File: src/logic/srcPkg.sv
//==========================================================================
// Shared definitions for the single-bus datapath
// Word and memory sizes, ALU opcodes and the instruction word layout
//==========================================================================

package srcPkg;

    // Data word and register file
    localparam int dataWidth = 32;
    localparam int regCount = 16;
    localparam int regIdxWidth = 4;

    // Main memory
    localparam int memDepth = 512;
    localparam int memAddrWidth = 9;

    // ALU control
    localparam int opWidth = 5;

    localparam logic [opWidth-1:0] opNop = 5'd0;
    localparam logic [opWidth-1:0] opAdd = 5'd1;
    localparam logic [opWidth-1:0] opSub = 5'd2;
    localparam logic [opWidth-1:0] opShr = 5'd5;
    localparam logic [opWidth-1:0] opShl = 5'd6;
    localparam logic [opWidth-1:0] opShra = 5'd7;
    localparam logic [opWidth-1:0] opRor = 5'd8;
    localparam logic [opWidth-1:0] opRol = 5'd9;
    localparam logic [opWidth-1:0] opAnd = 5'd10;
    localparam logic [opWidth-1:0] opOr = 5'd11;
    localparam logic [opWidth-1:0] opNeg = 5'd12;
    localparam logic [opWidth-1:0] opNot = 5'd15;

    // Instruction word, read as register format or as immediate format
    typedef union packed {
        struct packed {
            logic [opWidth-1:0] op;
            logic [regIdxWidth-1:0] ra;
            logic [regIdxWidth-1:0] rb;
            logic [regIdxWidth-1:0] rc;
            logic [14:0] unused;
        } regForm;
        struct packed {
            logic [opWidth-1:0] op;
            logic [regIdxWidth-1:0] ra;
            logic [regIdxWidth-1:0] rb;
            // Two's complement constant, widened by the select block
            logic [18:0] constant;
        } immForm;
    } instrWord;

endpackage

File: src/logic/busIf.sv
//==========================================================================
// Datapath bus bundle
// Every bus source value plus the resolved bus word
//==========================================================================
`timescale 1ns/10ps

interface busIf;
    import srcPkg::*;

    // Source values, one per driving block
    logic [dataWidth-1:0] regData;
    logic [dataWidth-1:0] zData;
    logic [dataWidth-1:0] mdrData;
    logic [dataWidth-1:0] pcData;
    logic [dataWidth-1:0] inPortData;
    logic [dataWidth-1:0] constData;

    // Word currently on the bus
    logic [dataWidth-1:0] busData;

    // Bus multiplexer side, which also owns PC and the input port
    modport busPort (
        input regData, zData, mdrData, constData,
        output pcData, inPortData, busData
    );

    modport regPort (output regData, input busData);
    modport aluPort (output zData, input busData);
    modport memPort (output mdrData, input busData);
    modport constPort (output constData);

endinterface

File: src/logic/regFile.sv
//==========================================================================
// General register file
// Sixteen 32-bit registers, R0 reads as zero for base addressing
//==========================================================================
`timescale 1ns/10ps

module regFile (
    input  logic                       clk,
    input  logic                       arstN,
    input  logic                       baOut,
    input  logic [srcPkg::regCount-1:0] writeSel,
    input  logic [srcPkg::regCount-1:0] readSel,
    busIf.regPort                      bus
);
    import srcPkg::*;

    logic [dataWidth-1:0] regs [regCount];

    // Selected registers take the bus word
    always_ff @(posedge clk or negedge arstN) begin
        if (!arstN) begin
            for (int i = 0; i < regCount; i++) begin
                regs[i] <= '0;
            end
        end else begin
            for (int i = 0; i < regCount; i++) begin
                if (writeSel[i]) begin
                    regs[i] <= bus.busData;
                end
            end
        end
    end

    // One-hot read, merged by OR
    always_comb begin
        bus.regData = '0;
        for (int i = 0; i < regCount; i++) begin
            // R0 under baOut stands for a zero base
            if (readSel[i] && !(i == 0 && baOut)) begin
                bus.regData = bus.regData | regs[i];
            end
        end
    end

endmodule

File: src/flat_wrapper.sv
// flat-port wrapper written by rule: the top's interface ports become plain ports
module regFile_flat import srcPkg::*;
  (clk, arstN, baOut, writeSel, readSel, bus_regData, bus_busData);
  busIf bus_i ();
  input  logic clk;
  input  logic arstN;
  input  logic baOut;
  input  logic [srcPkg::regCount-1:0] writeSel;
  input  logic [srcPkg::regCount-1:0] readSel;
  output wire logic [$bits(bus_i.regData)-1:0] bus_regData;
  input wire logic [$bits(bus_i.busData)-1:0] bus_busData;
  assign bus_regData = bus_i.regData;
  assign bus_i.busData = bus_busData;
  regFile u_core (.clk(clk), .arstN(arstN), .baOut(baOut), .writeSel(writeSel), .readSel(readSel), .bus(bus_i));
endmodule
File: config.mk
export PLATFORM = sky130hd
export DESIGN_NAME = regFile_flat
export DESIGN_NICKNAME = d
export VERILOG_FILES = /design/src/logic/srcPkg.sv /design/src/logic/busIf.sv /design/src/logic/regFile.sv /design/src/flat_wrapper.sv
export SDC_FILE = /design/constraint.sdc
export NUM_CORES = 1
export LEC_CHECK = 0
export ABC_AREA = 1
export BUFFER_PORTS_ARGS = -buffer_cell sky130_fd_sc_hd__buf_2
export CORE_MARGIN = 1.5
export CORE_UTILIZATION = 55
export CTS_CLUSTER_DIAMETER = 100
export DETAILED_ROUTE_END_ITERATION = 10
export GPL_TIMING_DRIVEN = 0
export PLACE_DENSITY = 0.72
export SYNTH_ARGS = -nofsm -noshare
export SYNTH_HDL_FRONTEND = slang
export SYNTH_SLANG_ARGS = --single-unit
export TNS_END_PERCENT = 50
File: constraint.sdc
create_clock -name clk -period 1.1 [get_ports clk]
set_input_delay 0.11 -clock clk [delete_from_list [all_inputs] [get_ports clk]]
set_output_delay 0.11 -clock clk [all_outputs]
set_load 0.005 [all_outputs]
# ---- After elaboration in Yosys (flattened, before gate mapping)
# Cells that the tools add are included.
dict set report op_classes {
  mux 16
  n_bitwise 15
  n_reduce_logical 2
}
# operator count
set op_table {}
lappend op_table {{$mux 32} 16}
lappend op_table {{$or 32x32->32} 15}
lappend op_table {{$logic_and 1x1->1} 1}
lappend op_table {{$logic_not 1->1} 1}
dict set report word_totals {
  reg_bits 512
  input_bits 67
  wordCells 49
}

# ---- Logic depth before layout (Yosys ltp)
dict set report depth {
  word_depth 33
  depth_mapped 7
}

# ---- Least setup slack after synthesis
# Ideal clock, no wire load.
dict set report synth_timing {
  path_type {input-to-reg}
  startpoint {input port writeSel[12] (netlist name)}
  endpoint {register u_core.regs[113] (netlist name)}
  setup_ns 0.125
  t_arrival_ns 0.676
  slack_ns 0.299
  cell_stages 3
  n_path_buf 2
  path_cell_list {buf_6 buf_6 mux2_2}
}
# element line_no
set synth_lines {}
lappend synth_lines {{start: declaration} flat_wrapper.sv:8} ;# input logic [srcPkg::regCount-1:0] writeSel;
lappend synth_lines {{end signal: indexed assignment} regFile.sv:28} ;# regs[i] <= bus.busData;
lappend synth_lines {{end: declaration} regFile.sv:17} ;# logic [dataWidth-1:0] regs [regCount];
# No word-level cell between the ends.

# ---- Final worst setup path
dict set report layout_timing {
  startpoint {register u_core.regs[138] (netlist name)}
  endpoint {output port bus_regData[10]}
}
dict set report layout_via {
  elab_chain_cells 10
}
# element line_no
set layout_lines {}
lappend layout_lines {{$or 32x32->32 (*)} regFile.sv:40} ;# bus.regData = bus.regData | regs[i];
lappend layout_lines {{$mux 32 (*)} regFile.sv:39} ;# if (readSel[i] && !(i == 0 && baOut)) begin
lappend layout_lines {{$or 32x32->32} regFile.sv:40}
lappend layout_lines {{$mux 32 (*)} regFile.sv:39}
lappend layout_lines {{$or 32x32->32} regFile.sv:40}
lappend layout_lines {{$mux 32 (*)} regFile.sv:39}
lappend layout_lines {{$or 32x32->32} regFile.sv:40}
lappend layout_lines {{$mux 32 (*)} regFile.sv:39}
lappend layout_lines {{$or 32x32->32} regFile.sv:40}
lappend layout_lines {{$mux 32 (*)} regFile.sv:39}
lappend layout_lines {{end: declaration} flat_wrapper.sv:10} ;# output wire logic [$bits(bus_i.regData)-1:0] bus_regData;
# Every way passes the cells marked *; elsewhere a longest branch is shown, timed or not.

==> results.toml <==
[run_status]
outcome = "complete, but fails checks"
violations = "hold timing, setup timing"

[hold_path]
hp-class = "input port to async pin"

[clocking]
root_buffer = "clkbuf_16"
clock_path_buffers = 3
insertion_delay_ps = 590
cts.clk_slew.worst_paths_ps = 60
cts_tree = "done"
cts_made_buffers = 52
cts.sinks = 512
cts_max_level = 2
cts_hold_buf = 48

[worst_setup_path]
r2r_end = "u_core.regs[135]"
critPathRequiredTime_ps = 990
r2r_slack_ps = 90
crit_path_start_kind = "register"
crit_end = "bus_regData[10]"
rr_startpoint = "u_core.regs[135]"
crit_start = "u_core.regs[138]"
path_delay_family = "simple AND/OR/NAND/NOR gates"
crit_path_max_incr_delay_ps = 400
critical_path_buf_inv_count = 2
worst-setup-path-type = "register to primary output"
path_max_fanout = 2
cp.arrival_ps = 1640
worstPathCellList = "nand2_1 > nand2_1 > inv_1 > nand2_2 > nor2_2 > nand3_2 > buf_2"
crit_cells = 7
cp-end-kind = "primary output"
slowest_stage = "dfrtp_1"
r2r_cells = 3
cp_common_cell = "nand2_1"

[cells_and_area]
nFillCells = 3102
syn2layout_area_growth_pct = 18.2
final_nets = 2494
drive_gt1_share_pct = 37.9
regArea_mm2 = 0.0128
multi_input_area_mm2 = 0.00975
largest_register_ffs = 512
diodes = 0
top_register = "u_core.regs"
top_regs = "u_core.regs x512"

[routing]
vias = 16926
drt_drc_violations_left = 0
ant_nets = 0
viasPerCell = 5.63
firstDrtPassIters = 5
wire_per_inst_um = 20.6
drt_iter0_markers = 1281
drt_wl_total_um = 62000

[sta]
max_slew_margin_pct = 54.9
max_freq_ghz = 0.573
fin_skew_ps = 0
tightest_slew_ps = 676
finalCriticalPeriod_ps = 1750
finalSetupViolations = 32
drv_slew = 0
hold_viol_final = 194
fin_crit_sh_pct = 159
worst_slack_ps = -646
rsz0062_at_grt = "yes"
whs_ps = -538

[synthesis]
ys_seq_area_share_pct = 54.2
synth.net_count = 2271
synthTopCellsByArea = "dfrtp_1, mux2_2, nand2_1"
ys_warn_count = 0
ys_ff_latch = 512
yosysTopAreaCellShare_pct = 54.2
yosysTopAreaCell = "dfrtp_1"
synth_cells = 2204
syn_area_per_cell_um2 = 10.7
yosysUniqueCellTypes = 15
syn_area_mm2 = 0.0236

[grt]
globalRouteOverflowTotal = 0
grt_use_met1_pct = 38.1
met2_usage_pct = 47.3
grt_pass1_vias = 17311
grt_antenna_before_repair = 0
grt_pass1_wl_um = 96400
grt_usage_pct = 28.3
globalRoute.busiestLayer = "met2"
grt_max_degree = 129
met3_usage_pct = 3.95

[pwr]
finalPower_mw = 46.4
peakVddDrop_mv = 1.36
clkPwrFrac_pct = 38.2
seq_power_share_pct = 46.7
switchingPower_mw = 12.1
swShare_pct = 26.1
combPwrFrac_pct = 15.1
leakage_nw = 13.1
p_per_area_mw_per_mm2 = 1660
intPower_mw = 34.3

[floorplanning]
initial_core_util_pct = 56.1
coreArea_mm2 = 0.0421
rows = 75
dieArea_mm2 = 0.0442
die_w_um = 210
ios = 99
die_h_um = 210

[placement]
gp_congestion = 0.857
io_buffers = 82
place_ws_ps = -509
post-dp-hpwl_um = 41100

[run]
maxCapViolCount = 0
[worst min-delay path by stage]
| stage | endpoint | start | cells after the start | slack (ps) |
|---|---|---|---|---|
| global route | u_core.regs[360] | arstN | 1 | -520 |
| detailed placement | u_core.regs[360] | arstN | 1 | 80 |
| global placement | u_core.regs[448] | writeSel[1] | 2 | 400 |
| finish | u_core.regs[360] | arstN | 1 | -540 |
| floorplan | u_core.regs[0] | arstN | 0 | -190 |
| CTS | u_core.regs[360] | arstN | 1 | -550 |
[power by group through the flow]
stage / clock network (mW) / registers [mW] / logic [mW]
after floorplan: 0 / 21.7 / 4.17
after global placement: 0 / 21.8 / 5.84
after detailed placement: 0 / 21.9 / 6.09
after CTS: 18.0 / 21.6 / 6.61
after global routing: 18.6 / 21.8 / 7.62
final: 17.7 / 21.6 / 7.01
[per-layer routing]
layer	up-vias	wire (um)
met1	8663	26000
met5	-	0
met3	122	3720
met4	0	1820
li1	7590	-
met2	551	30500
[cell usage after synthesis (all sizes together)]
master  number
nand3      128
dfrtp      512
mux2       448
inv        131
nor2        96
nand2      608
clkbuf      21
buf        132
o21ai      128
[layout by cell type (no fill, tap or decap), drive strengths merged]
cell	n
mux2	448
clkinv	8
dfrtp	512
buf	252
nand3	128
o21ai	128
inv	132
nand2	608
clkbuf	106
bufinv	1
nor2	96
dlygate4sd3	48
[logic make-up (layout without fill, tap and decap cells)]
kind of cell           after synthesis  after routing  share of synthesized area [%]
AND/OR/NAND/NOR                    832            832                           13.9
flip-flops                         512            512                           54.2
multiplexers                       448            448                           22.2
buffers and inverters              284            547                           6.98
AO/OA/AOI/OAI                      128            128                           2.71
[final cells by class]
type,instances,share of cell area (%)
inverters,131,1.76
flip-flops and latches,512,45.9
multi-input cells,1408,34.9
plain buffers,153,4.14
well taps,539,2.41
repair buffers,169,4.74
clock inverters,10,0.282
clock buffers,84,5.88
[worst reg2reg max path: stages (launching register included)]
cell,delay (ps)
dfrtp_1,390
buf_4,140
buf_4,120
mux2_4,260
[timing repair]
action	in CTS	in global routing
endpoints found under the setup margin	32	168
setup buffers	14	20
hold endpoints to repair	404	59
cloned	0	1
pin swaps	81	104
resized for setup	99	100
[metrics by stage]
stage | TNS [ps] | std cells | area, um^2 | util, %
CTS | -18830 | 2985 | 27500 | 65.2
detailed placement | -102210 | 2829 | 24800 | 58.9
floorplan | 0 | 2204 | 23600 | -
global placement | -5201320 | 2825 | 24700 | 58.7
global route | -20150 | 3006 | 27900 | 66.3
finish | -18330 | 3006 | 27900 | 66.3
No activity file was read; power rests on OpenSTA's default activity.
