$ cat src/logic/srcPkg.sv
//==========================================================================
// Shared definitions for the single-bus datapath
// Word and memory sizes, ALU opcodes and the instruction word layout
//==========================================================================

package srcPkg;

    // Data word and register file
    localparam int dataWidth = 32;
    localparam int regCount = 16;
    localparam int regIdxWidth = 4;

    // Main memory
    localparam int memDepth = 512;
    localparam int memAddrWidth = 9;

    // ALU control
    localparam int opWidth = 5;

    localparam logic [opWidth-1:0] opNop = 5'd0;
    localparam logic [opWidth-1:0] opAdd = 5'd1;
    localparam logic [opWidth-1:0] opSub = 5'd2;
    localparam logic [opWidth-1:0] opShr = 5'd5;
    localparam logic [opWidth-1:0] opShl = 5'd6;
    localparam logic [opWidth-1:0] opShra = 5'd7;
    localparam logic [opWidth-1:0] opRor = 5'd8;
    localparam logic [opWidth-1:0] opRol = 5'd9;
    localparam logic [opWidth-1:0] opAnd = 5'd10;
    localparam logic [opWidth-1:0] opOr = 5'd11;
    localparam logic [opWidth-1:0] opNeg = 5'd12;
    localparam logic [opWidth-1:0] opNot = 5'd15;

    // Instruction word, read as register format or as immediate format
    typedef union packed {
        struct packed {
            logic [opWidth-1:0] op;
            logic [regIdxWidth-1:0] ra;
            logic [regIdxWidth-1:0] rb;
            logic [regIdxWidth-1:0] rc;
            logic [14:0] unused;
        } regForm;
        struct packed {
            logic [opWidth-1:0] op;
            logic [regIdxWidth-1:0] ra;
            logic [regIdxWidth-1:0] rb;
            // Two's complement constant, widened by the select block
            logic [18:0] constant;
        } immForm;
    } instrWord;

endpackage

$ cat src/logic/busIf.sv
//==========================================================================
// Datapath bus bundle
// Every bus source value plus the resolved bus word
//==========================================================================
`timescale 1ns/10ps

interface busIf;
    import srcPkg::*;

    // Source values, one per driving block
    logic [dataWidth-1:0] regData;
    logic [dataWidth-1:0] zData;
    logic [dataWidth-1:0] mdrData;
    logic [dataWidth-1:0] pcData;
    logic [dataWidth-1:0] inPortData;
    logic [dataWidth-1:0] constData;

    // Word currently on the bus
    logic [dataWidth-1:0] busData;

    // Bus multiplexer side, which also owns PC and the input port
    modport busPort (
        input regData, zData, mdrData, constData,
        output pcData, inPortData, busData
    );

    modport regPort (output regData, input busData);
    modport aluPort (output zData, input busData);
    modport memPort (output mdrData, input busData);
    modport constPort (output constData);

endinterface

$ cat src/logic/selectEncode.sv
//==========================================================================
// Register select and constant encode
// Turns IR register fields into one-hot selects, widens the immediate
//==========================================================================
`timescale 1ns/10ps

module selectEncode (
    input  srcPkg::instrWord            ir,
    input  logic                        gra,
    input  logic                        grb,
    input  logic                        grc,
    input  logic                        rin,
    input  logic                        rout,
    output logic [srcPkg::regCount-1:0] writeSel,
    output logic [srcPkg::regCount-1:0] readSel,
    busIf.constPort                     bus
);
    import srcPkg::*;

    logic [regIdxWidth-1:0] regIdx;
    logic [regCount-1:0] decoded;

    // Field chosen by the active group strobe
    assign regIdx = ({regIdxWidth{gra}} & ir.regForm.ra)
                  | ({regIdxWidth{grb}} & ir.regForm.rb)
                  | ({regIdxWidth{grc}} & ir.regForm.rc);

    always_comb begin
        decoded = '0;
        if (gra || grb || grc) begin
            decoded[regIdx] = 1'b1;
        end
    end

    assign writeSel = rin ? decoded : '0;
    assign readSel = rout ? decoded : '0;

    // Signed cast makes the size cast copy the sign bit upward
    assign bus.constData = dataWidth'(signed'(ir.immForm.constant));

endmodule

$ cat src/flat_wrapper.sv
// flat-port wrapper written by rule: the top's interface ports become plain ports
module selectEncode_flat import srcPkg::*;
  (ir, gra, grb, grc, rin, rout, writeSel, readSel, bus_constData);
  busIf bus_i ();
  input  srcPkg::instrWord ir;
  input  logic gra;
  input  logic grb;
  input  logic grc;
  input  logic rin;
  input  logic rout;
  output logic [srcPkg::regCount-1:0] writeSel;
  output logic [srcPkg::regCount-1:0] readSel;
  output wire logic [$bits(bus_i.constData)-1:0] bus_constData;
  assign bus_constData = bus_i.constData;
  selectEncode u_core (.ir(ir), .gra(gra), .grb(grb), .grc(grc), .rin(rin), .rout(rout), .writeSel(writeSel), .readSel(readSel), .bus(bus_i));
endmodule
$ cat config.mk
export PLATFORM = sky130hd
export DESIGN_NAME = selectEncode_flat
export DESIGN_NICKNAME = d
export VERILOG_FILES = /design/src/logic/srcPkg.sv /design/src/logic/busIf.sv /design/src/logic/selectEncode.sv /design/src/flat_wrapper.sv
export SDC_FILE = /design/constraint.sdc
export NUM_CORES = 1
export LEC_CHECK = 0
export BUFFER_PORTS_ARGS = -buffer_cell sky130_fd_sc_hd__buf_2
export CAP_MARGIN = 10
export CORE_MARGIN = 3
export CORE_UTILIZATION = 23
export DETAILED_ROUTE_END_ITERATION = 10
export PLACE_DENSITY_LB_ADDON = 0.2
export RECOVER_POWER = 25
export SYNTH_ARGS = -nofsm -noshare
export SYNTH_HDL_FRONTEND = slang
export SYNTH_SLANG_ARGS = --single-unit
export TNS_END_PERCENT = 30
$ cat constraint.sdc
create_clock -name vclk -period 1.3
set_input_delay 0.13 -clock vclk [all_inputs]
set_output_delay 0.13 -clock vclk [all_outputs]
set_load 0.03 [all_outputs]
After elaboration in Yosys (flattened, before gate mapping)
Cells that the tools add are included.
{"block": "classes", "n_lt_le_gt_ge": 2, "n_mux": 5, "bitwise": 5, "n_reduce_logical": 3}
{"op": "2-to-1 mux 16 bit", "count": 3}
{"op": "bitwise AND 4 bit", "count": 3}
{"op": "OR 4 bit", "count": 2}
{"op": "< comparator 4 x 5 -> 1 bit (second input constant)", "count": 1}
{"op": "demux 1 bit (select 4 bit)", "count": 1}
{"op": "greater-or-equal comparator 4 x 1 -> 1 bit (second input constant)", "count": 1}
{"op": "logical OR 1 bit", "count": 2}
{"op": "logical AND 1 bit", "count": 1}
{"op": "2-to-1 mux 1 bit", "count": 1}
{"block": "word_totals", "word_cells": 15, "ff_bits": 0, "output_inout_bits": 64, "in_bits": 37}

Depth between registers and ports, before layout
{"block": "depth", "depth_word": 9, "ltp_mapped": 4, "depth_no_buf": 3}

Least setup slack after synthesis
No wires, ideal clock.
{"block": "synth_timing", "path_type": "input-to-output", "start": "input ir[26] (netlist name)", "end": "output writeSel[3] (netlist name)", "t_required_ps": 1170, "path_buffers": 0, "stages": 3, "slack_ps": -433, "t_arrival_ps": 1603, "cell_sequence": "a222oi_1 > or3b_1 > nor2_1"}
{"block": "synth_via", "elab_chain_len": 9}
{"element": "start: declaration", "line": "flat_wrapper.sv:5", "rtl": "input srcPkg::instrWord ir;"}
{"element": "bitwise AND 4 bit (*)", "line": "selectEncode.sv:24", "rtl": "assign regIdx = ({regIdxWidth{gra}} & ir.regForm.ra)"}
{"element": "OR 4 bit (*)", "line": "selectEncode.sv:25", "rtl": "| ({regIdxWidth{grb}} & ir.regForm.rb)"}
{"element": "OR 4 bit (*)", "line": "selectEncode.sv:26", "rtl": "| ({regIdxWidth{grc}} & ir.regForm.rc);"}
{"element": "< comparator 4 x 5 -> 1 bit (not written as such) / greater-or-equal comparator 4 x 1 -> 1 bit (equally long branches)", "line": "selectEncode.sv:31", "rtl": "decoded[regIdx] = 1'b1;"}
{"element": "logical AND 1 bit (not written as such)", "line": "selectEncode.sv:31"}
{"element": "2-to-1 mux 1 bit (not written as such)", "line": "selectEncode.sv:31"}
{"element": "demux 1 bit (select 4 bit) (*)"}
{"element": "2-to-1 mux 16 bit (*)", "line": "selectEncode.sv:30", "rtl": "if (gra || grb || grc) begin"}
{"element": "2-to-1 mux 16 bit (*)", "line": "selectEncode.sv:35", "rtl": "assign writeSel = rin ? decoded : '0;"}
{"element": "end: declaration", "line": "flat_wrapper.sv:11", "rtl": "output logic [srcPkg::regCount-1:0] writeSel;"}
Mark *: on every way between the ends. The rest lies on a longest branch, timed or not.

Worst setup path after layout
{"block": "layout_timing", "start": "input ir[26] (netlist name)", "end": "output writeSel[7] (netlist name)"}
Same word-level chain as after synthesis.

==> PnR_summary.wiki <==
{| class="wikitable"
! Metric !! Value
|-
| Mean instance size in the synthesized netlist || 6.00 sq um
|-
| Worst-case setup margin in the final layout || -0.286 ns
|-
| Sequential cell area || 0 sq um
|-
| Area enclosed by the die boundary || 0.00276 sq mm
|-
| Violations in the final reports || negative setup slack
|-
| Clock network power share || 0
|-
| Peak supply drop || 0.000196 V
|-
| Crit start category || input port
|-
| CTS Hold Bufs || 0
|-
| Number of buffers added on ports || 66
|-
| P per Cell Area || 417 mW/mm^2
|-
| Internal power component || 0.000197 W
|-
| Antenna viol nets, final || 0
|-
| Area Growth Syn to Fin || 119%
|-
| Wire length of the first global-routing pass || 2740 microns
|-
| Number of I/O pins || 101
|-
| Sequential share of power || 0
|-
| Critical hold path startpoint || ir[5]
|-
| Max cap viols || 0
|-
| Met1 global-route usage || 0.152
|-
| Fraction of synthesized cell area taken by the top area cell type || 0.482
|-
| Count of inserted antenna diode cells || 0
|-
| Floorplan die width || 52.5 microns
|-
| Most repeated library cell on the critical path || sky130_fd_sc_hd__buf_6
|-
| Chip Height || 52.5 microns
|-
| Highest net fanout along the worst path || 4
|-
| Pin count of the biggest net entering global routing || 10
|-
| Master of the slowest instance on the critical path || sky130_fd_sc_hd__or3b_4
|-
| Via density || 4.61
|-
| Data required time at the worst endpoint || 1.17 ns
|-
| Path type of the worst min-delay path || in -> out
|-
| Detailed Route Iter0 Violations || 22
|-
| Post-synthesis cell type count || 10
|-
| RSZ-0062 raised after global routing || yes
|-
| Vias after detailed routing || 719
|-
| Ys Warns || 0
|-
| Normalized max-slew margin || 0.749
|-
| Average routed wire per standard cell || 11.6 microns
|-
| Number of pins exceeding their max-slew limit in the final report || 0
|-
| Endpoint kind of the worst setup timing path || primary output
|-
| Worst Path Arrival || 1.46 ns
|-
| Top cells by instance count after synthesis || sky130_fd_sc_hd__buf_4 (32), sky130_fd_sc_hd__nor2_1 (32), sky130_fd_sc_hd__a222oi_1 (4)
|-
| Final GP Congestion || 0.638
|-
| Ordered cell list for the critical path || buf_6 -> a222oi_1 -> buf_4 -> or3b_4 -> nor2_4 -> buf_6
|-
| Final #Nets || 168
|-
| Std-Cell Rows || 16
|-
| Total core area || 0.00200 sq mm
|-
| Met3 capacity usage during global routing || 0.00855
|-
| Layer with the highest usage after global routing || met2
|-
| Final clock period utilization by the worst path || 1.22
|-
| Endpoint of the worst hold-timing path || bus_constData[5]
|-
| Post-detailed-placement cell area || 862 sq um
|-
| # setup viols final || 32
|-
| Number of stages on the worst hold path || 0
|-
| Delay contributed by the slowest stage of the critical path || 0.45 ns
|-
| Estimated wirelength of the detail-placed design || 1480 microns
|-
| Comb power frac || 1.000
|-
| Share of post-route cells with drive strength above 1 || 0.798
|-
| Number of detailed-routing iterations run before antenna repair || 4
|-
| Count of unresolved DRC violations after routing || 0
|-
| Sequential-to-total area share from yosys stat || 0
|-
| All-layer global routing usage || 0.122
|-
| Maximum operating frequency || 630 MHz
|-
| Wire length after detailed routing || 1820 microns
|-
| Post-Synthesis Cell Area || 498 sq um
|-
| Via count of the first global-routing pass || 612
|-
| Met2 demand-to-capacity share in global routing || 0.231
|-
| Clock buffer count in the final layout || 0
|-
| Biggest area consumer among synthesized cells || sky130_fd_sc_hd__buf_4
|-
| Outcome || finished, violations left
|-
| Starting density of the core || 0.249
|-
| Layout sequential cell count || 0
|-
| Antenna violations before repair || 0
|-
| Number of hold violations in the final report || 0
|-
| Post-route cell area || 0.00109 sq mm
|-
| Switching Fraction || 0.566
|-
| Largest cells by area after synthesis || sky130_fd_sc_hd__buf_4 (48%), sky130_fd_sc_hd__nor2_1 (24%), sky130_fd_sc_hd__a222oi_1 (8.0%)
|-
| Worst setup path category || in -> out
|-
| Net switching component of the power || 0.000257 W
|-
| Slew at the pin with the worst max-slew slack || 0.377 ns
|-
| TNS Setup || -5.70 ns
|-
| Leakage power total || 0.508 nW
|-
| Remaining global-route overflow || 0
|-
| Count of mapped cells out of synthesis || 83
|-
| Shortest period the worst path allows || 1.59 ns
|-
| Synthesized Nets || 120
|}
==> critical path, delay by kind of cell <==
family | cells | cell delay, ns
buffers and inverters | 3 | 0.40
and+or+nand+nor | 2 | 0.58
AOI/OAI and AO/OA | 1 | 0.35
==> cell type report <==
cell class,instances,area (sq um)
Timing Repair Buffer,80,678
Tap cell,27,33.8
Fill cell,170,913
Multi-Input combinational cell,49,377
==> what timing repair did <==
action | 4_1_cts | 5_1_grt
cloned | 0 | 0
pin swaps | 16 | 2
setup buffers | 2 | 0
setup endpoints to repair | 32 | 32
resized for setup | 65 | 2
==> per-stage QoR <==
stage,setup slack (ns),hold WS (ns),std cells,utilization,total power [W]
finish,-0.286,0.260,156,0.544,0.000454
global route,-0.347,0.260,156,0.544,0.000482
CTS,-0.282,0.260,156,0.540,0.000455
detailed placement,-0.361,0.260,154,0.431,0.000399
global placement,-0.360,0.260,154,0.431,0.000396
floorplan,-0.320,0.392,83,-,0.000354
==> layer usage <==
layer | routed length [microns] | vias up
met3 | 241 | 2
met4 | 10 | 0
met1 | 698 | 323
met5 | 0 | -
li1 | - | 335
met2 | 864 | 59
==> cells by family after synthesis <==
kind of cell | Yosys count | synth area share
AND/OR/NAND/NOR | 45 | 0.422
buffers and inverters | 34 | 0.497
AO/OA/AOI/OAI | 4 | 0.0804
==> worst max-delay path by stage <==
| stage | endpoint | cells after the start | startpoint | slack [ns] |
|---|---|---|---|---|
| finish | writeSel[7] | 6 | ir[26] | -0.29 |
| global route | writeSel[7] | 6 | ir[26] | -0.35 |
| CTS | writeSel[7] | 6 | ir[26] | -0.28 |
| detailed placement | readSel[3] | 6 | gra | -0.36 |
| global placement | writeSel[7] | 6 | gra | -0.36 |
| floorplan | readSel[0] | 3 | gra | -0.32 |
==> layout by cell type, fill, tap and decap left out, drive strengths merged <==
cell	synthesis	routed
a222oi	4	4
or3b	3	3
nor2	32	32
nand2b	2	2
nand3b	3	3
buf	32	80
nand2	2	2
nand4	1	1
or3	2	2
==> power groups by stage <==
stage | registers, W | logic [W] | clock network (W)
2_1_floorplan | 0 | 0.000354 | 0
3_3_place_gp | 0 | 0.000396 | 0
3_5_place_dp | 0 | 0.000399 | 0
4_1_cts | 0 | 0.000455 | 0
5_1_grt | 0 | 0.000482 | 0
6_report | 0 | 0.000454 | 0
No activity file was read; power rests on OpenSTA's default activity.
