[src/logic/srcPkg.sv]
//==========================================================================
// Shared definitions for the single-bus datapath
// Word and memory sizes, ALU opcodes and the instruction word layout
//==========================================================================

package srcPkg;

    // Data word and register file
    localparam int dataWidth = 32;
    localparam int regCount = 16;
    localparam int regIdxWidth = 4;

    // Main memory
    localparam int memDepth = 512;
    localparam int memAddrWidth = 9;

    // ALU control
    localparam int opWidth = 5;

    localparam logic [opWidth-1:0] opNop = 5'd0;
    localparam logic [opWidth-1:0] opAdd = 5'd1;
    localparam logic [opWidth-1:0] opSub = 5'd2;
    localparam logic [opWidth-1:0] opShr = 5'd5;
    localparam logic [opWidth-1:0] opShl = 5'd6;
    localparam logic [opWidth-1:0] opShra = 5'd7;
    localparam logic [opWidth-1:0] opRor = 5'd8;
    localparam logic [opWidth-1:0] opRol = 5'd9;
    localparam logic [opWidth-1:0] opAnd = 5'd10;
    localparam logic [opWidth-1:0] opOr = 5'd11;
    localparam logic [opWidth-1:0] opNeg = 5'd12;
    localparam logic [opWidth-1:0] opNot = 5'd15;

    // Instruction word, read as register format or as immediate format
    typedef union packed {
        struct packed {
            logic [opWidth-1:0] op;
            logic [regIdxWidth-1:0] ra;
            logic [regIdxWidth-1:0] rb;
            logic [regIdxWidth-1:0] rc;
            logic [14:0] unused;
        } regForm;
        struct packed {
            logic [opWidth-1:0] op;
            logic [regIdxWidth-1:0] ra;
            logic [regIdxWidth-1:0] rb;
            // Two's complement constant, widened by the select block
            logic [18:0] constant;
        } immForm;
    } instrWord;

endpackage

[src/logic/busIf.sv]
//==========================================================================
// Datapath bus bundle
// Every bus source value plus the resolved bus word
//==========================================================================
`timescale 1ns/10ps

interface busIf;
    import srcPkg::*;

    // Source values, one per driving block
    logic [dataWidth-1:0] regData;
    logic [dataWidth-1:0] zData;
    logic [dataWidth-1:0] mdrData;
    logic [dataWidth-1:0] pcData;
    logic [dataWidth-1:0] inPortData;
    logic [dataWidth-1:0] constData;

    // Word currently on the bus
    logic [dataWidth-1:0] busData;

    // Bus multiplexer side, which also owns PC and the input port
    modport busPort (
        input regData, zData, mdrData, constData,
        output pcData, inPortData, busData
    );

    modport regPort (output regData, input busData);
    modport aluPort (output zData, input busData);
    modport memPort (output mdrData, input busData);
    modport constPort (output constData);

endinterface

[src/logic/systemBus.sv]
//==========================================================================
// Bus control
// PC, IR and input port registers, and the bus source multiplexer
//==========================================================================
`timescale 1ns/10ps

module systemBus (
    input  logic                        clk,
    input  logic                        arstN,
    input  logic                        pcIn,
    input  logic                        irIn,
    input  logic                        inPortIn,
    input  logic                        zOut,
    input  logic                        mdrOut,
    input  logic                        pcOut,
    input  logic                        inPortOut,
    input  logic                        cOut,
    input  logic                        rout,
    input  logic [srcPkg::dataWidth-1:0] inPortData,
    busIf.busPort                       bus,
    output srcPkg::instrWord            ir
);
    import srcPkg::*;

    logic [dataWidth-1:0] pcReg;
    logic [dataWidth-1:0] inPortReg;
    logic [5:0] outSel;

    always_ff @(posedge clk or negedge arstN) begin
        if (!arstN) begin
            pcReg <= '0;
            ir <= '0;
            inPortReg <= '0;
        end else begin
            if (pcIn) begin
                pcReg <= bus.busData;
            end
            if (irIn) begin
                ir <= bus.busData;
            end
            // Input port samples the outside word, not the bus
            if (inPortIn) begin
                inPortReg <= inPortData;
            end
        end
    end

    assign bus.pcData = pcReg;
    assign bus.inPortData = inPortReg;

    // Out-strobes gathered into one selection word
    assign outSel = {rout, zOut, mdrOut, pcOut, inPortOut, cOut};

    // No source or a clash leaves the bus at zero
    always_comb begin
        case (outSel)
            6'b100000: bus.busData = bus.regData;
            6'b010000: bus.busData = bus.zData;
            6'b001000: bus.busData = bus.mdrData;
            6'b000100: bus.busData = bus.pcData;
            6'b000010: bus.busData = bus.inPortData;
            6'b000001: bus.busData = bus.constData;
            default:   bus.busData = '0;
        endcase
    end

endmodule

[src/flat_wrapper.sv]
// flat-port wrapper written by rule: the top's interface ports become plain ports
module systemBus_flat import srcPkg::*;
  (clk, arstN, pcIn, irIn, inPortIn, zOut, mdrOut, pcOut, inPortOut, cOut, rout, inPortData, ir, bus_regData, bus_zData, bus_mdrData, bus_constData, bus_pcData, bus_inPortData, bus_busData);
  busIf bus_i ();
  input  logic clk;
  input  logic arstN;
  input  logic pcIn;
  input  logic irIn;
  input  logic inPortIn;
  input  logic zOut;
  input  logic mdrOut;
  input  logic pcOut;
  input  logic inPortOut;
  input  logic cOut;
  input  logic rout;
  input  logic [srcPkg::dataWidth-1:0] inPortData;
  output srcPkg::instrWord ir;
  input wire logic [$bits(bus_i.regData)-1:0] bus_regData;
  input wire logic [$bits(bus_i.zData)-1:0] bus_zData;
  input wire logic [$bits(bus_i.mdrData)-1:0] bus_mdrData;
  input wire logic [$bits(bus_i.constData)-1:0] bus_constData;
  output wire logic [$bits(bus_i.pcData)-1:0] bus_pcData;
  output wire logic [$bits(bus_i.inPortData)-1:0] bus_inPortData;
  output wire logic [$bits(bus_i.busData)-1:0] bus_busData;
  assign bus_i.regData = bus_regData;
  assign bus_i.zData = bus_zData;
  assign bus_i.mdrData = bus_mdrData;
  assign bus_i.constData = bus_constData;
  assign bus_pcData = bus_i.pcData;
  assign bus_inPortData = bus_i.inPortData;
  assign bus_busData = bus_i.busData;
  systemBus u_core (.clk(clk), .arstN(arstN), .pcIn(pcIn), .irIn(irIn), .inPortIn(inPortIn), .zOut(zOut), .mdrOut(mdrOut), .pcOut(pcOut), .inPortOut(inPortOut), .cOut(cOut), .rout(rout), .inPortData(inPortData), .bus(bus_i), .ir(ir));
endmodule
[config.mk]
export PLATFORM = sky130hd
export DESIGN_NAME = systemBus_flat
export DESIGN_NICKNAME = d
export VERILOG_FILES = /design/src/logic/srcPkg.sv /design/src/logic/busIf.sv /design/src/logic/systemBus.sv /design/src/flat_wrapper.sv
export SDC_FILE = /design/constraint.sdc
export NUM_CORES = 1
export LEC_CHECK = 0
export BUFFER_PORTS_ARGS = -buffer_cell sky130_fd_sc_hd__buf_4
export CORE_ASPECT_RATIO = 0.6
export CORE_MARGIN = 10
export CORE_UTILIZATION = 45
export DETAILED_ROUTE_END_ITERATION = 6
export PLACE_DENSITY = 0.81
export SLEW_MARGIN = 40
export SYNTH_ARGS = -nofsm -noshare
export SYNTH_HDL_FRONTEND = slang
export SYNTH_SLANG_ARGS = --single-unit
[constraint.sdc]
create_clock -name clk -period 1.8 [get_ports clk]
set_clock_uncertainty 0.15 [all_clocks]
set_input_delay 0.09 -clock clk [delete_from_list [all_inputs] [get_ports clk]]
set_output_delay 0.09 -clock clk [all_outputs]
set_load 0.02 [all_outputs]
# Word-level counts from Yosys, hierarchy flattened
# Cells that the tools add are included.
[classes]
n_addsub = 0
n_mul = 0
div = 0
magnitude_cmp = 0
n_eq_ne = 6
shifts = 0
n_mux = 1
bitwise = 0
n_reduce_logical = 0
[op_table]
columns = ["operator", "count"]
rows = [
  ["$pmux 32 s6", 1],
  ["$eq 6x1->1 const B", 1],
  ["$eq 6x2->1 const B", 1],
  ["$eq 6x3->1 const B", 1],
  ["$eq 6x4->1 const B", 1],
  ["$eq 6x5->1 const B", 1],
  ["$eq 6x6->1 const B", 1],
]
[word_totals]
register_bits = 96
latchBits = 0
ram_bits = 0
mem_bits_ro = 0
out_inout_bits = 128
elab_cells = 10
mem_count = 0

# Depth between registers and ports, before layout
[logic_depth]
depth_word = 2
mapped_depth = 6
depth_no_buf = 4

# Least setup slack after synthesis
# Ideal clock, no wire load.
[synth_path]
kind = "register to output"
startpoint = "reg u_core.inPortReg[20], in the netlist u_core.bus.inPortData[20]"
endpoint = "out bus_busData[20]"
arrival_time_ps = 1311
required_ps = 1560
slack_ps = 249
stages_incl_launch_ff = 5
n_path_buf = 0
path_cell_list = "dfrtp_1 nand3b_1 a21oi_1 a2111oi_1 inv_1"
[synth_between]
elab_chain_len = 1
[synth_rtl]
columns = ["element", "line_no", "source"]
rows = [
  ["start: declaration", "systemBus.sv:26", "logic [dataWidth-1:0] inPortReg;"],
  ["start signal: assignment", "systemBus.sv:43", "inPortReg <= inPortData;"],
  ["$pmux 32 s6", "systemBus.sv:56", "case (outSel)"],
  ["end: declaration", "flat_wrapper.sv:24", "output wire logic [$bits(bus_i.busData)-1:0] bus_busData;"],
]
# Every way passes these cells.

# Final worst setup path
[layout_path]
startpoint = "in inPortOut"
endpoint = "out bus_busData[10]"
[layout_between]
elab_chain_len = 2
elab_cells_between_ends = 7
[layout_rtl]
columns = ["element", "line_no", "source"]
rows = [
  ["start: declaration", "flat_wrapper.sv:13", "input logic inPortOut;"],
  ["$eq 6x1->1 (tied with other cells)", "systemBus.sv:56", ""],
  ["$pmux 32 s6 *", "systemBus.sv:56", ""],
]
# Every way passes the cells marked *; elsewhere a longest branch is shown, timed or not.

==> metrics.cfg <==
[detailed_routing]
routed_wl_mm = 32.41
drc = 0
vias = 7351
drt_iter0_markers = 1008
detail_route.first_pass.iterations = 5
detail_route.wl_per_cell_um = 28.14
final_antenna_net_count = 0
viasPerCell = 6.381

[grt]
grt_first_pass_wirelength_mm = 41.34
grt.total_usage_pct = 31.19
grt_max_degree = 65
grt-ovfl-total = 0
grt_pass1_vias = 6895
antenna_found_initial = 2

[floorplanning]
dieArea_um2 = 16620
die_w_um = 159.9
initial_utilization_pct = 46.45
ios = 299
row_count = 30
core_um2 = 11370
chipHeight_um = 103.9

[placed_design]
gp_congestion = 0.9481
dp_hpwl_mm = 19.08
port_buffers = 298
placedCellCount = 1002
dp_slack_ns = -0.1915

[sta]
finalHoldViolations = 0
fin_crit_sh_pct = 104.4
setup_viol = 21
min_period_ns = 1.879
worst_slack_ns = -0.07938
rsz0062_at_grt = true
fmax_mhz = 532.1
worst_slew_margin_rel_pct = 51.51
worst_hold_slack_ns = 0.01394
worst_slew_pin_slew_ns = 0.7274
slew_viol_final = 0

[yosys]
synthFlopType = dfrtp_1
synthCells = 534
synth_warnings = 0
async_reset_ff_share_pct = 100.0
synth_top_area_share_pct = 45.48
avgSynthCellArea_um2 = 9.892
synthesis.area_um2 = 5283
synth.net_count = 705
ys_types = 29
synthTopCellsByCount = 96 x dfrtp_1, 64 x nor2_1, 60 x nand3b_1, 50 x a21oi_1, 44 x a31oi_1
synth_most_common_cell = dfrtp_1
ys_seq_area_share_pct = 45.48
yosys.area.top_type = dfrtp_1
synth_edf_count = 0
ys_seq_elements = 96
synth.area.top_cells = dfrtp_1 45%, nand3b_1 8.5%, mux2_2 6.8%

[cts]
cts.sinks = 96
cts_tree = yes
cts_max_level = 3
cts-root-buf = clkbuf_16
cts-buffers-inserted = 9
worstSkewPairLatency_ns = 0.34
path_clk_slew_ns = 0.07
cts_buffer_depth = 2

[finish]
nFillCells = 442
area_growth_pct = 94.31
fin_util_pct = 90.25
nNetsFinal = 1156
layout-drive-gt1-share_pct = 54.85
layout.cells.non_filler = 1152

[outcome]
outcome = finished, violations left
violations = negative setup slack

[power_and_ir_drop]
cellPowerDensity_nw_per_um2 = 636.2
vdd.ir_drop.worst_mv = 0.5601
power_leakage_nw = 4.840

[critical_path]
worstPathMaxFanout = 12
arrival_ns = 1.64
crit_path_end_kind = output port
worstRegToRegCells = 6
critPathLaunchType = input pin
critPathRequiredTime_ns = 1.56
critical_path_class = input pin to output port

[worst_hold_path]
holdPathStages = 3
hold_class = input pin to register

[job]
maxCapViolCount = 0

==> power breakdown <==
group / total [W] / leakage [nW] / switching (W) / internal, W
logic: 0.00203 / 3.53 / 0.00102 / 0.00100
clock network: 0.00197 / 0.146 / 0.000931 / 0.00104
registers: 0.00253 / 1.17 / 0.000187 / 0.00234
total: 0.00653 / 4.84 / 0.00214 / 0.00439
==> cell type report <==
class	instances	area (um^2)	area share, %
tap	160	200.2	1.950
sequential	96	2402	23.40
clock buffer	11	252.7	2.462
clock inverter	5	50.05	0.4876
inverter	10	37.54	0.3657
antenna	2	5.005	0.04876
multi-input combinational	380	3113	30.33
timing repair buffer	488	4204	40.96
==> layer usage <==
layer | part of all wire, % | track usage [%] | wire length (um) | vias to the layer above
li1 | - | - | - | 2912
met5 | 0 | 0 | 0 | -
met2 | 46 | 50.86 | 15040 | 747
met1 | 34 | 35.46 | 11170 | 3516
met4 | 5.4 | 13.77 | 1749 | 0
met3 | 14 | 12.53 | 4447 | 176
==> stage by stage <==
stage	total power (W)	TNS [ns]	area [um^2]
6_report	0.006530	-0.7488	10260
2_1_floorplan	0.003183	0	5283
3_5_place_dp	0.004126	-2.912	8064
4_1_cts	0.006233	-0.08940	9455
3_3_place_gp	0.004089	-1.233	8064
5_1_grt	0.006700	-2.696	10260
==> cell usage in the layout, fill, tap and decap left out, types with 14 or more instances in the layout <==
cell type / count
mux2_2: 32
and3_1: 14
nor2_1: 64
a31oi_1: 44
nand3b_1: 60
dlygate4sd3_1: 76
a22o_1: 16
dfrtp_1: 96
a21oi_1: 29
clkbuf_16: 14
a21oi_2: 14
buf_6: 32
buf_4: 363
nand2_1: 21
==> state kept, by name (all words and copies together) (netlist names) <==
name,count
u_core.bus.pcData,32
u_core.bus.inPortData,32
u_core.ir,32
==> worst max-delay path, stage by stage <==
cell	delay, ns
buf_4	0.13
buf_6	0.13
nor4_4	0.46
and2_4	0.25
buf_12	0.15
a22oi_1	0.15
nand2_1	0.13
buf_4	0.15
==> path summary, 6_finish.rpt <==
check / from / endpoint / slack (ns)
setup / recovery: inPortOut / bus_busData[10] / -0.08
hold / removal: bus_zData[23] / u_core.bus.pcData[23] / 0.01
setup reg to reg: u_core.bus.inPortData[19] / u_core.bus.pcData[19] / 0.22
hold reg to reg: u_core.ir[18] / u_core.ir[18] / 0.40
max in group asynchronous: arstN / u_core.bus.pcData[13] / 0.76
min in group asynchronous: arstN / u_core.bus.pcData[30] / 0.05
==> what timing repair did <==
| action | in CTS | in global routing |
|---|---|---|
| pin swaps | 10 | 35 |
| buffers inserted | 13 | 41 |
| hold endpoints to repair | 168 | 0 |
| gates cloned | 1 | 5 |
| hold buffers | 76 | 0 |
| setup endpoints to repair | 32 | 32 |
| resized for setup | 39 | 88 |
==> cells by family after synthesis <==
family                 Yosys count  share of synthesized area, %
and+or+nand+nor                184                         19.94
buffers and inverters           58                         4.666
AOI/OAI and AO/OA              164                         23.09
DFF                             96                         45.48
muxes                           32                         6.821
(Power assumes the default switching activity.)
